<file path="config.mk">
export PLATFORM = sky130hd
export DESIGN_NAME = dm_csrs_top
export DESIGN_NICKNAME = d
export VERILOG_FILES = /design/src/dm_reg_pkg.sv /design/src/dmi_pkg.sv /design/src/dm_csrs_top.sv /design/src/dm_abstract_regs.sv /design/src/dm_hart_ctrl.sv /design/src/dm_csr_decode.sv /design/src/dmi_resp_fifo.sv
export VERILOG_INCLUDE_DIRS = /design/src
export SDC_FILE = /design/constraint.sdc
export NUM_CORES = 1
export LEC_CHECK = 0
export BUFFER_PORTS_ARGS = -buffer_cell sky130_fd_sc_hd__buf_4
export CAP_MARGIN = 25
export CELL_PAD_IN_SITES_DETAIL_PLACEMENT = 1
export CELL_PAD_IN_SITES_GLOBAL_PLACEMENT = 2
export CORE_MARGIN = 5
export CORE_UTILIZATION = 35
export CTS_CLUSTER_DIAMETER = 50
export DETAILED_ROUTE_END_ITERATION = 10
export GPL_ROUTABILITY_DRIVEN = 0
export GPL_TIMING_DRIVEN = 0
export PLACE_DENSITY_LB_ADDON = 0.1
export SLEW_MARGIN = 20
export SYNTH_ARGS = -nofsm -noshare
export SYNTH_HDL_FRONTEND = slang
export SYNTH_SLANG_ARGS = --single-unit
export TNS_END_PERCENT = 50
</file>
<file path="constraint.sdc">
create_clock -name clk_i -period 6.1 [get_ports clk_i]
set_input_delay 0.61 -clock clk_i [delete_from_list [all_inputs] [get_ports clk_i]]
set_output_delay 0.61 -clock clk_i [all_outputs]
set_load 0.005 [all_outputs]
</file>
<file path="src/dm_config.svh">
// ----------------------------------------------------------
// debug module build configuration
// include wherever hart, data or queue sizes are needed
// ----------------------------------------------------------
`ifndef DM_CONFIG_SVH
`define DM_CONFIG_SVH

// number of harts behind this debug module
`define DM_NR_HARTS 4

// abstract command data registers
`define DM_DATA_COUNT 2

// program buffer words
`define DM_PROGBUF_SIZE 4

// entries in the DMI response queue
`define DM_RESP_DEPTH 2

`endif
</file>
<file path="src/dm_reg_pkg.sv">
// ----------------------------------------------------------
// debug register layouts and the decoded CSR access
// ----------------------------------------------------------
package dm_reg_pkg;

  // debug spec 0.13
  localparam logic [3:0] DbgVersion013 = 4'h2;

  typedef struct packed {
    logic       haltreq;
    logic       resumereq;
    logic       hartreset;
    logic       ackhavereset;
    logic       zero1;
    logic       hasel;
    logic [9:0] hartsello;
    logic [9:0] hartselhi;
    logic [1:0] zero0;
    logic       setresethaltreq;
    logic       clrresethaltreq;
    logic       ndmreset;
    logic       dmactive;
  } dmcontrol_t;

  typedef struct packed {
    logic [8:0] zero1;
    logic       impebreak;
    logic [1:0] zero0;
    logic       allhavereset;
    logic       anyhavereset;
    logic       allresumeack;
    logic       anyresumeack;
    logic       allnonexistent;
    logic       anynonexistent;
    logic       allunavail;
    logic       anyunavail;
    logic       allrunning;
    logic       anyrunning;
    logic       allhalted;
    logic       anyhalted;
    logic       authenticated;
    logic       authbusy;
    logic       hasresethaltreq;
    logic       confstrptrvalid;
    logic [3:0] version;
  } dmstatus_t;

  typedef enum logic [2:0] {
    CmdErrNone         = 3'h0,
    CmdErrBusy         = 3'h1,
    CmdErrNotSupported = 3'h2,
    CmdErrException    = 3'h3,
    CmdErrHaltResume   = 3'h4,
    CmdErrBus          = 3'h5,
    CmdErrOther        = 3'h7
  } cmderr_e;

  typedef struct packed {
    logic [2:0]  zero3;
    logic [4:0]  progbufsize;
    logic [10:0] zero2;
    logic        busy;
    logic        zero1;
    cmderr_e     cmderr;
    logic [3:0]  zero0;
    logic [3:0]  datacount;
  } abstractcs_t;

  typedef struct packed {
    logic [7:0]  cmdtype;
    logic [23:0] control;
  } command_t;

  // one accepted DMI request, strobes already qualified
  typedef struct packed {
    logic        rd;
    logic        wr;
    logic [7:0]  addr;
    logic [31:0] wdata;
  } csr_access_t;

endpackage

</file>
<file path="src/dmi_pkg.sv">
// ----------------------------------------------------------
// DMI transport types shared by the debug transport and DM
// ----------------------------------------------------------
package dmi_pkg;

  // operation field of a DMI request
  typedef enum logic [1:0] {
    DTM_NOP   = 2'h0,
    DTM_READ  = 2'h1,
    DTM_WRITE = 2'h2
  } dtm_op_e;

  // response code returned to the transport
  typedef enum logic [1:0] {
    DTM_SUCCESS = 2'h0,
    DTM_BUSY    = 2'h3
  } dtm_resp_e;

  typedef struct packed {
    logic [6:0]  addr;
    dtm_op_e     op;
    logic [31:0] data;
  } dmi_req_t;

  typedef struct packed {
    logic [31:0] data;
    dtm_resp_e   resp;
  } dmi_resp_t;

  // debug CSR map, only the implemented subset
  typedef enum logic [7:0] {
    Data0      = 8'h04,
    DMControl  = 8'h10,
    DMStatus   = 8'h11,
    AbstractCS = 8'h16,
    Command    = 8'h17,
    ProgBuf0   = 8'h20,
    HaltSum0   = 8'h40
  } dm_csr_e;

endpackage

</file>
<file path="src/dm_csrs_top.sv">
// ----------------------------------------------------------
// debug module register front: DMI in, CSRs, response queue
// ----------------------------------------------------------
`timescale 1ns/1ps
`include "dm_config.svh"

module dm_csrs_top
  import dmi_pkg::*;
  import dm_reg_pkg::*;
(
  input  logic                             clk_i,
  input  logic                             rst_ni,
  input  logic                             dmi_rst_ni_i,
  input  logic                             dmi_req_valid_i,
  output logic                             dmi_req_ready_o,
  input  dmi_req_t                         dmi_req_i,
  output logic                             dmi_resp_valid_o,
  input  logic                             dmi_resp_ready_i,
  output dmi_resp_t                        dmi_resp_o,
  input  logic [`DM_NR_HARTS-1:0]          halted_i,
  input  logic [`DM_NR_HARTS-1:0]          unavailable_i,
  input  logic [`DM_NR_HARTS-1:0]          resumeack_i,
  output logic [`DM_NR_HARTS-1:0]          haltreq_o,
  output logic [`DM_NR_HARTS-1:0]          resumereq_o,
  output logic                             clear_resumeack_o,
  output logic                             ndmreset_o,
  output logic                             dmactive_o,
  output logic                             cmd_valid_o,
  output command_t                         cmd_o,
  input  logic                             cmderror_valid_i,
  input  cmderr_e                          cmderror_i,
  input  logic                             cmdbusy_i,
  output logic [`DM_DATA_COUNT-1:0][31:0]   data_o,
  output logic [`DM_PROGBUF_SIZE-1:0][31:0] progbuf_o
);

  csr_access_t access;
  logic [31:0] hart_rdata, abs_rdata;
  logic        abs_busy, fifo_full, fifo_empty, resp_push;
  dmi_resp_t   resp_in;

  assign dmi_resp_valid_o = ~fifo_empty;

  dm_csr_decode i_decode (
    .dmi_req_valid_i (dmi_req_valid_i),
    .dmi_req_i       (dmi_req_i),
    .fifo_full_i     (fifo_full),
    .dmi_req_ready_o (dmi_req_ready_o),
    .access_o        (access),
    .hart_rdata_i    (hart_rdata),
    .abs_rdata_i     (abs_rdata),
    .abs_busy_i      (abs_busy),
    .resp_push_o     (resp_push),
    .resp_o          (resp_in)
  );

  dm_hart_ctrl i_hart_ctrl (
    .clk_i, .rst_ni,
    .access_i          (access),
    .halted_i, .unavailable_i, .resumeack_i,
    .rdata_o           (hart_rdata),
    .haltreq_o, .resumereq_o, .clear_resumeack_o,
    .ndmreset_o, .dmactive_o
  );

  dm_abstract_regs i_abstract (
    .clk_i, .rst_ni,
    .access_i         (access),
    .dmactive_i       (dmactive_o),
    .cmdbusy_i, .cmderror_valid_i, .cmderror_i,
    .rdata_o          (abs_rdata),
    .busy_o           (abs_busy),
    .cmd_valid_o, .cmd_o, .data_o, .progbuf_o
  );

  // DMI reset drops any queued answers
  dmi_resp_fifo #(
    .payload_t (dmi_resp_t),
    .DEPTH     (`DM_RESP_DEPTH)
  ) i_resp_fifo (
    .clk_i, .rst_ni,
    .flush_i (~dmi_rst_ni_i),
    .push_i  (resp_push),
    .data_i  (resp_in),
    .full_o  (fifo_full),
    .empty_o (fifo_empty),
    .pop_i   (dmi_resp_ready_i & ~fifo_empty),
    .data_o  (dmi_resp_o)
  );

endmodule

</file>
<file path="src/dm_abstract_regs.sv">
// ----------------------------------------------------------
// abstract command registers: abstractcs, command, data and
// program buffer, with busy refusal while a command runs
// ----------------------------------------------------------
`timescale 1ns/1ps
`include "dm_config.svh"

module dm_abstract_regs
  import dmi_pkg::*;
  import dm_reg_pkg::*;
(
  input  logic                             clk_i,
  input  logic                             rst_ni,
  input  csr_access_t                      access_i,
  input  logic                             dmactive_i,
  input  logic                             cmdbusy_i,
  input  logic                             cmderror_valid_i,
  input  cmderr_e                          cmderror_i,
  output logic [31:0]                      rdata_o,
  output logic                             busy_o,
  output logic                             cmd_valid_o,
  output command_t                         cmd_o,
  output logic [`DM_DATA_COUNT-1:0][31:0]   data_o,
  output logic [`DM_PROGBUF_SIZE-1:0][31:0] progbuf_o
);

  localparam int unsigned DataCount = `DM_DATA_COUNT;
  localparam int unsigned ProgSize  = `DM_PROGBUF_SIZE;
  localparam int unsigned DIdxW     = (DataCount > 1) ? $clog2(DataCount) : 1;
  localparam int unsigned PIdxW     = (ProgSize > 1) ? $clog2(ProgSize) : 1;

  logic [DataCount-1:0][31:0] data_d, data_q;
  logic [ProgSize-1:0][31:0]  progbuf_d, progbuf_q;
  command_t                   command_d, command_q;
  cmderr_e                    cmderr_d, cmderr_q;
  logic                       cmd_valid_d, cmd_valid_q;
  abstractcs_t                abstractcs, acs_wr;
  logic [7:0]                 data_off, prog_off;
  logic [DIdxW-1:0]           data_idx;
  logic [PIdxW-1:0]           prog_idx;
  logic                       is_data, is_prog, is_acs, is_cmd;

  assign data_off = access_i.addr - 8'(Data0);
  assign prog_off = access_i.addr - 8'(ProgBuf0);
  assign data_idx = data_off[DIdxW-1:0];
  assign prog_idx = prog_off[PIdxW-1:0];
  assign is_data  = access_i.addr >= 8'(Data0) && data_off < 8'(DataCount);
  assign is_prog  = access_i.addr >= 8'(ProgBuf0) && prog_off < 8'(ProgSize);
  assign is_acs   = access_i.addr == 8'(AbstractCS);
  assign is_cmd   = access_i.addr == 8'(Command);
  assign acs_wr   = abstractcs_t'(access_i.wdata);

  // abstractcs stays readable so the debugger can poll busy
  assign busy_o = cmdbusy_i & ((access_i.rd & (is_data | is_prog)) |
                               (access_i.wr & (is_data | is_prog | is_acs | is_cmd)));

  always_comb begin
    abstractcs             = '0;
    abstractcs.progbufsize = 5'(ProgSize);
    abstractcs.datacount   = 4'(DataCount);
    abstractcs.busy        = cmdbusy_i;
    abstractcs.cmderr      = cmderr_q;
  end

  always_comb begin
    data_d      = data_q;
    progbuf_d   = progbuf_q;
    command_d   = command_q;
    cmderr_d    = cmderr_q;
    cmd_valid_d = 1'b0;
    if (busy_o) begin
      if (cmderr_q == CmdErrNone) begin
        cmderr_d = CmdErrBusy;
      end
    end else if (access_i.wr) begin
      if (is_data) begin
        data_d[data_idx] = access_i.wdata;
      end
      if (is_prog) begin
        progbuf_d[prog_idx] = access_i.wdata;
      end
      if (is_acs) begin
        cmderr_d = cmderr_e'(cmderr_q & ~acs_wr.cmderr);
      end
      if (is_cmd) begin
        command_d   = command_t'(access_i.wdata);
        cmd_valid_d = 1'b1;
      end
    end
    // error from the hart wins over a clear in the same cycle
    if (cmderror_valid_i) begin
      cmderr_d = cmderror_i;
    end
  end

  // ----------------------------------------------------------
  // state
  // ----------------------------------------------------------
  always_ff @(posedge clk_i or negedge rst_ni) begin
    if (!rst_ni) begin
      cmderr_q    <= CmdErrNone;
      cmd_valid_q <= 1'b0;
    end else if (!dmactive_i) begin
      cmderr_q    <= CmdErrNone;
      cmd_valid_q <= 1'b0;
    end else begin
      cmderr_q    <= cmderr_d;
      cmd_valid_q <= cmd_valid_d;
    end
  end

  // payload, cleared while the module is inactive
  always_ff @(posedge clk_i) begin
    if (!dmactive_i) begin
      data_q    <= '0;
      progbuf_q <= '0;
      command_q <= '0;
    end else begin
      data_q    <= data_d;
      progbuf_q <= progbuf_d;
      command_q <= command_d;
    end
  end

  always_comb begin
    rdata_o = '0;
    if (is_data) begin
      rdata_o = data_q[data_idx];
    end
    if (is_prog) begin
      rdata_o = progbuf_q[prog_idx];
    end
    if (is_acs) begin
      rdata_o = abstractcs;
    end
  end

  assign cmd_valid_o = cmd_valid_q;
  assign cmd_o       = command_q;
  assign data_o      = data_q;
  assign progbuf_o   = progbuf_q;

  // no command launch out of a busy cycle
  a_no_cmd_while_busy: assert property (@(posedge clk_i) disable iff (!rst_ni)
    cmdbusy_i |=> !cmd_valid_o);

endmodule

</file>
<file path="src/dm_hart_ctrl.sv">
// ----------------------------------------------------------
// dmcontrol, dmstatus and haltsum0 for the selected hart;
// drives the halt and resume requests into the harts
// ----------------------------------------------------------
`timescale 1ns/1ps
`include "dm_config.svh"

module dm_hart_ctrl
  import dmi_pkg::*;
  import dm_reg_pkg::*;
(
  input  logic                    clk_i,
  input  logic                    rst_ni,
  input  csr_access_t             access_i,
  input  logic [`DM_NR_HARTS-1:0] halted_i,
  input  logic [`DM_NR_HARTS-1:0] unavailable_i,
  input  logic [`DM_NR_HARTS-1:0] resumeack_i,
  output logic [31:0]             rdata_o,
  output logic [`DM_NR_HARTS-1:0] haltreq_o,
  output logic [`DM_NR_HARTS-1:0] resumereq_o,
  output logic                    clear_resumeack_o,
  output logic                    ndmreset_o,
  output logic                    dmactive_o
);

  localparam int unsigned NrHarts = `DM_NR_HARTS;
  localparam int unsigned SelW    = (NrHarts > 1) ? $clog2(NrHarts) : 1;

  dmcontrol_t         dmcontrol_d, dmcontrol_q;
  dmstatus_t          dmstatus;
  logic [NrHarts-1:0] havereset_d, havereset_q;
  logic [19:0]        hartsel;
  logic [SelW-1:0]    sel;
  logic               hart_exists;
  logic               sel_halted, sel_unavail, sel_havereset;
  logic               active;

  assign hartsel     = {dmcontrol_q.hartselhi, dmcontrol_q.hartsello};
  assign sel         = hartsel[SelW-1:0];
  assign hart_exists = hartsel < 20'(NrHarts);

  // state of the selected hart, zero when it does not exist
  assign sel_halted    = hart_exists & halted_i[sel];
  assign sel_unavail   = hart_exists & unavailable_i[sel];
  assign sel_havereset = hart_exists & havereset_q[sel];

  // registers only update while dmactive stays set across the edge
  assign active = dmcontrol_q.dmactive & dmcontrol_d.dmactive;

  always_comb begin
    dmcontrol_d       = dmcontrol_q;
    havereset_d       = havereset_q;
    clear_resumeack_o = 1'b0;
    if (access_i.wr && access_i.addr == 8'(DMControl)) begin
      dmcontrol_d = dmcontrol_t'(access_i.wdata);
      if (dmcontrol_d.ackhavereset && hart_exists) begin
        havereset_d[sel] = 1'b0;
      end
    end
    if (dmcontrol_q.ndmreset) begin
      havereset_d = '1;
    end
    // no hart array, no per-hart reset, no reset-halt
    dmcontrol_d.hasel           = 1'b0;
    dmcontrol_d.hartreset       = 1'b0;
    dmcontrol_d.setresethaltreq = 1'b0;
    dmcontrol_d.clrresethaltreq = 1'b0;
    dmcontrol_d.ackhavereset    = 1'b0;
    dmcontrol_d.zero1           = '0;
    dmcontrol_d.zero0           = '0;
    if (active && !dmcontrol_q.resumereq && dmcontrol_d.resumereq) begin
      clear_resumeack_o = 1'b1;
    end
    if (dmcontrol_q.resumereq && hart_exists && resumeack_i[sel]) begin
      dmcontrol_d.resumereq = 1'b0;
    end
  end

  always_ff @(posedge clk_i or negedge rst_ni) begin
    if (!rst_ni) begin
      dmcontrol_q <= '0;
      havereset_q <= '1;
    end else if (!active) begin
      dmcontrol_q <= dmcontrol_t'({31'b0, dmcontrol_d.dmactive});
      havereset_q <= '1;
    end else begin
      dmcontrol_q <= dmcontrol_d;
      havereset_q <= havereset_d;
    end
  end

  // ----------------------------------------------------------
  // status and read mux
  // ----------------------------------------------------------
  always_comb begin
    dmstatus                = '0;
    dmstatus.version        = DbgVersion013;
    dmstatus.authenticated  = 1'b1;
    dmstatus.allhavereset   = sel_havereset;
    dmstatus.anyhavereset   = sel_havereset;
    dmstatus.allresumeack   = hart_exists & resumeack_i[sel];
    dmstatus.anyresumeack   = hart_exists & resumeack_i[sel];
    dmstatus.allnonexistent = ~hart_exists;
    dmstatus.anynonexistent = ~hart_exists;
    dmstatus.allunavail     = sel_unavail;
    dmstatus.anyunavail     = sel_unavail;
    // running, halted and unavailable are exclusive
    dmstatus.allhalted      = sel_halted & ~sel_unavail;
    dmstatus.anyhalted      = sel_halted & ~sel_unavail;
    dmstatus.allrunning     = hart_exists & ~sel_halted & ~sel_unavail;
    dmstatus.anyrunning     = hart_exists & ~sel_halted & ~sel_unavail;
  end

  always_comb begin
    case (access_i.addr)
      8'(DMControl): rdata_o = dmcontrol_q;
      8'(DMStatus):  rdata_o = dmstatus;
      8'(HaltSum0):  rdata_o = 32'(halted_i);
      default:       rdata_o = '0;
    endcase
  end

  // one-hot requests towards the selected hart
  always_comb begin
    haltreq_o   = '0;
    resumereq_o = '0;
    if (hart_exists) begin
      haltreq_o[sel]   = dmcontrol_q.haltreq;
      resumereq_o[sel] = dmcontrol_q.resumereq;
    end
  end

  assign ndmreset_o = dmcontrol_q.ndmreset;
  assign dmactive_o = dmcontrol_q.dmactive;

  a_haltreq_onehot: assert property (@(posedge clk_i) disable iff (!rst_ni)
    $onehot0(haltreq_o));

endmodule

</file>
<file path="src/dm_csr_decode.sv">
// ----------------------------------------------------------
// DMI request decoder, turns an accepted request into a CSR
// access and builds the response word for the queue
// ----------------------------------------------------------
`timescale 1ns/1ps
`include "dm_config.svh"

module dm_csr_decode
  import dmi_pkg::*;
  import dm_reg_pkg::*;
(
  input  logic        dmi_req_valid_i,
  input  dmi_req_t    dmi_req_i,
  input  logic        fifo_full_i,
  output logic        dmi_req_ready_o,
  output csr_access_t access_o,
  input  logic [31:0] hart_rdata_i,
  input  logic [31:0] abs_rdata_i,
  input  logic        abs_busy_i,
  output logic        resp_push_o,
  output dmi_resp_t   resp_o
);

  localparam logic [7:0] DataEnd    = 8'(Data0) + 8'(`DM_DATA_COUNT);
  localparam logic [7:0] ProgBufEnd = 8'(ProgBuf0) + 8'(`DM_PROGBUF_SIZE);

  logic       accept;
  logic [7:0] addr;
  logic       abs_sel;

  // a request is only taken when there is room for its answer
  assign dmi_req_ready_o = ~fifo_full_i;
  assign accept          = dmi_req_valid_i & dmi_req_ready_o;
  assign addr            = {1'b0, dmi_req_i.addr};

  always_comb begin
    access_o.rd    = accept && (dmi_req_i.op == DTM_READ);
    access_o.wr    = accept && (dmi_req_i.op == DTM_WRITE);
    access_o.addr  = addr;
    access_o.wdata = dmi_req_i.data;
  end

  // registers owned by the abstract command block
  always_comb begin
    abs_sel = 1'b0;
    if (addr >= 8'(Data0) && addr < DataEnd) begin
      abs_sel = 1'b1;
    end
    if (addr >= 8'(ProgBuf0) && addr < ProgBufEnd) begin
      abs_sel = 1'b1;
    end
    if (addr == 8'(AbstractCS) || addr == 8'(Command)) begin
      abs_sel = 1'b1;
    end
  end

  // ----------------------------------------------------------
  // response word, one per accepted request
  // ----------------------------------------------------------
  assign resp_push_o = accept;

  always_comb begin
    resp_o.data = '0;
    resp_o.resp = DTM_SUCCESS;
    if (access_o.rd) begin
      resp_o.data = abs_sel ? abs_rdata_i : hart_rdata_i;
    end
    // refused while an abstract command runs
    if (abs_busy_i) begin
      resp_o.resp = DTM_BUSY;
    end
  end

endmodule

</file>
<file path="src/dmi_resp_fifo.sv">
// ----------------------------------------------------------
// small circular FIFO with a typed payload, synchronous flush
// ----------------------------------------------------------
`timescale 1ns/1ps

module dmi_resp_fifo #(
  parameter type         payload_t = logic [31:0],
  parameter int unsigned DEPTH     = 2
) (
  input  logic     clk_i,
  input  logic     rst_ni,
  input  logic     flush_i,
  input  logic     push_i,
  input  payload_t data_i,
  output logic     full_o,
  output logic     empty_o,
  input  logic     pop_i,
  output payload_t data_o
);

  localparam int unsigned PtrW = (DEPTH > 1) ? $clog2(DEPTH) : 1;

  payload_t        mem_q [DEPTH];
  logic [PtrW-1:0] wr_ptr_q, rd_ptr_q;
  logic [PtrW:0]   count_q;
  logic            do_push, do_pop;

  assign full_o  = count_q == (PtrW + 1)'(DEPTH);
  assign empty_o = count_q == '0;
  assign do_push = push_i & ~full_o;
  assign do_pop  = pop_i & ~empty_o;
  assign data_o  = mem_q[rd_ptr_q];

  function automatic logic [PtrW-1:0] next_ptr(logic [PtrW-1:0] ptr);
    next_ptr = (ptr == PtrW'(DEPTH - 1)) ? '0 : ptr + 1'b1;
  endfunction

  always_ff @(posedge clk_i or negedge rst_ni) begin
    if (!rst_ni) begin
      wr_ptr_q <= '0;
      rd_ptr_q <= '0;
      count_q  <= '0;
    end else if (flush_i) begin
      wr_ptr_q <= '0;
      rd_ptr_q <= '0;
      count_q  <= '0;
    end else begin
      if (do_push) begin
        wr_ptr_q <= next_ptr(wr_ptr_q);
      end
      if (do_pop) begin
        rd_ptr_q <= next_ptr(rd_ptr_q);
      end
      count_q <= count_q + (PtrW + 1)'(do_push) - (PtrW + 1)'(do_pop);
    end
  end

  always_ff @(posedge clk_i) begin
    if (do_push) begin
      mem_q[wr_ptr_q] <= data_i;
    end
  end

  a_no_overflow: assert property (@(posedge clk_i) disable iff (!rst_ni)
    push_i |-> !full_o);
  a_no_underflow: assert property (@(posedge clk_i) disable iff (!rst_ni)
    pop_i |-> !empty_o);

endmodule

</file>
==> summary.txt <==
Yosys
  – Post-synth EDFFs: 66
  – Post-synth top cells: nand2_1 (357), dfxtp_1 (224), a21oi_1 (179)
  – Post-Syn Area per Cell: 9.77 sq um
  – Post-Syn Area: 14,200 sq um
  – Register area share after synthesis: 51.9%
  – Count leader, synth: nand2_1
  – Ys flop type: dfxtp_1
  – Post-synth top area share: 31.6%
  – Post-Syn Instances: 1,455
  – Synthesis-stage register bit count: 326
  – Synthesized Nets: 1,523
  – Post-synth ARST share: 11.0%
  – Synth area leader: dfxtp_1
  – Ys Warns: 0
  – Top post-synthesis cells by area: dfxtp_1 (32%), edfxtp_1 (14%), nand2_1 (9.4%)
  – Synth unique cells: 65

STA
  – Tightest Pin Transition: 983 ps
  – Final period util: 60.0%
  – Fmax: 0.273 GHz
  – Fin Clk Skew: 23.7 ps
  – Slew HR: 34.5%
  – Final hold vios: 0
  – Setup_tns: 0 ps
  – Max-slew violation count: 0
  – Final setup viols: 0
  – RSZ-0062 raised after global routing: no
  – Final worst path period need: 3660 ps

Final layout
  – Net count, final: 1,879
  – Fin cells: 2,364
  – Final Util: 46.6%
  – Layout cells sized above 1: 27.2%
  – Diodes inserted: 0
  – Synth-to-Final Area Change: 30.7%

Power and ir drop
  – Clk pwr share: 43.4%
  – Static Leak: 7.41 nW
  – P_int: 0.00405 W
  – VDD IR max: 182 uV
  – Flop pwr share: 43.6%
  – Sw frac: 26.1%
  – Overall Power: 0.00548 W
  – Net Sw Power: 0.00143 W
  – Power per cell area: 295 nW/um^2
  – Comb pwr share: 13.1%

Floorplan
  – Die Y: 212 um
  – Starting density of the core: 35.6%
  – Die ar.: 44,700 sq um
  – Core area: 39,900 sq um
  – Rows: 73
  – IO Count: 335
  – Die W: 212 um

Routing
  – Final ANT Viol Nets: 0
  – Top layer in use: met4
  – Met3 wire length: 4.40 mm
  – Initial detailed-routing violation count: 710
  – Met2 wire length: 29.2 mm
  – Via-per-instance ratio: 5.35
  – WL final: 62.0 mm
  – Residual DRC: 0
  – Met1 WL: 26.6 mm
  – Via count: 12,700
  – Routed length per instance: 26.2 um
  – DRT Pass-1 Iters: 6

CTS
  – Clk sinks: 326
  – CTS buffer count: 41
  – Worst-path clk slew: 60 ps
  – CTS root buffer: clkbuf_16
  – Htree depth: 2
  – CTS tree: done
  – CTS Buffer Depth: 3
  – Worst skew pair latency: 580 ps
  – Cts repair resizes: 0

Status
  – Outcome: finished clean

Setup path
  – Startpoint types: flop
  – Crit. End Element: output pin
  – Crit-path max FO: 8
  – Critical Path RT: 5490 ps
  – Crit path DAT: 3050 ps
  – Setup CP Type: reg -> out

Place
  – Final HPWL DP: 48.2 mm
  – Number of port buffers: 309
  – Dpl cells: 2,291

Global route
  – Total gr overflow: 0
  – Vias in the first global route: 13,200
  – Initial antenna violation count: 0
  – Largest net degree at the start of global routing: 37
  – Total Routing Usage GR: 26.8%
  – Global-route wire length before repair: 89.4 mm

Job
  – Max-cap violations: 0

Hold path
  – Hold Path Class: in -> reg
[path summary, 6_finish.rpt]
path | startpoint | end | slack (ps) | cells past startpoint
worst max-delay path | i_resp_fifo.count_q[1] | clear_resumeack_o | 2440 | 10
worst min-delay path | dmi_rst_ni_i | i_resp_fifo.wr_ptr_q | 280 | 2
worst max register to register | i_resp_fifo.count_q[1] | i_abstract.cmd_o[13] | 2770 | 7
worst min register to register | i_abstract.cmd_o[28] | i_abstract.cmd_o[28] | 460 | 2
max in group asynchronous | rst_ni | i_resp_fifo.count_q[1] | 5180 | 2
min in group asynchronous | rst_ni | i_hart_ctrl.dmcontrol_q[20] | 540 | 2
[layout by cell type, fill, tap and decap left out, drive strengths merged, types with 6 or more instances in the layout]
| cell | count |
|---|---|
| mux2i | 92 |
| clkinv | 15 |
| a21oi | 179 |
| o21ai | 18 |
| dfxtp | 224 |
| nand2b | 6 |
| nor2 | 95 |
| nor2b | 7 |
| nand3 | 8 |
| a22o | 32 |
| nand2 | 357 |
| nor3 | 9 |
| edfxtp | 66 |
| mux2 | 37 |
| inv | 9 |
| nor4 | 8 |
| and2 | 7 |
| mux4 | 36 |
| buf | 350 |
| clkbuf | 145 |
| o211ai | 6 |
| dfrtp | 32 |
[logic make-up (layout without fill, tap and decap cells)]
group | count (synthesis) | after routing | synth area share (%)
simple gates | 532 | 532 | 16.0
flops | 326 | 326 | 51.9
compound gates | 282 | 282 | 12.0
mux | 165 | 165 | 15.1
buf+inv | 141 | 525 | 4.33
fa+ha+maj | 5 | 5 | 0.440
xor+xnor | 4 | 4 | 0.247
[layer usage]
| metal | global-route usage [%] | up-vias |
|---|---|---|
| li1 | - | 5781 |
| met1 | 35.3 | 6359 |
| met2 | 43.6 | 420 |
| met3 | 6.74 | 93 |
| met4 | 8.29 | 0 |
| met5 | 0 | - |
[layout make-up]
class,count,area (sq um)
clock buffers,51,1100
clock inverters,20,203
repair buffers,313,2380
plain buffers,132,582
fillers,4565,21300
well taps,525,657
inverters,9,33.8
multi-input cells,988,6250
flip-flops and latches,326,7370
[power by group through the flow]
stage               Combinational (W)  Sequential [W]  Clock [W]
floorplan                    0.000363         0.00242          0
global placement             0.000698         0.00243          0
detailed placement           0.000725         0.00243          0
CTS                          0.000730         0.00239    0.00242
global route                 0.000775         0.00239    0.00252
finish                       0.000715         0.00239    0.00238
[per-stage QoR]
step                      cell area, sq um  hold slack [ps]  setup WS, ps
after global routing                 18600              269          2270
final                                18600              281          2440
after detailed placement             17300              449          2320
after floorplan                      14200              314          3140
after CTS                            18600              249          2400
after global placement               17200              445          2090
[flip-flops by register name, summed over array words and instances, names as in the netlist]
name                     cells
i_abstract.progbuf_o       128
i_abstract.cmderr_q          3
i_hart_ctrl.ndmreset_o       1
i_resp_fifo.rd_ptr_q         1
i_hart_ctrl.havereset_q      4
i_resp_fifo.mem_q           66
i_resp_fifo.count_q          2
i_abstract.cmd_valid_o       1
i_resp_fifo.wr_ptr_q         1
i_abstract.cmd_o            32
i_hart_ctrl.dmactive_o       1
i_hart_ctrl.dmcontrol_q     22
i_abstract.data_o           64
[what timing repair did]
item	4_1_cts	5_1_grt
hold buffers	1	0
setup buffers	0	0
endpoints found under the hold margin	18	0
[worst max-delay path: stages, from the launching register on]
cell and delay, ps:
dfrtp_1 400, nand2b_1 80, clkbuf_1 270, and2_1 170, clkbuf_1 330, and3_1 260
buf_2 200, and3_1 190, clkbuf_1 210, and4b_1 240, buf_4 120
(Power assumes the default switching activity.)
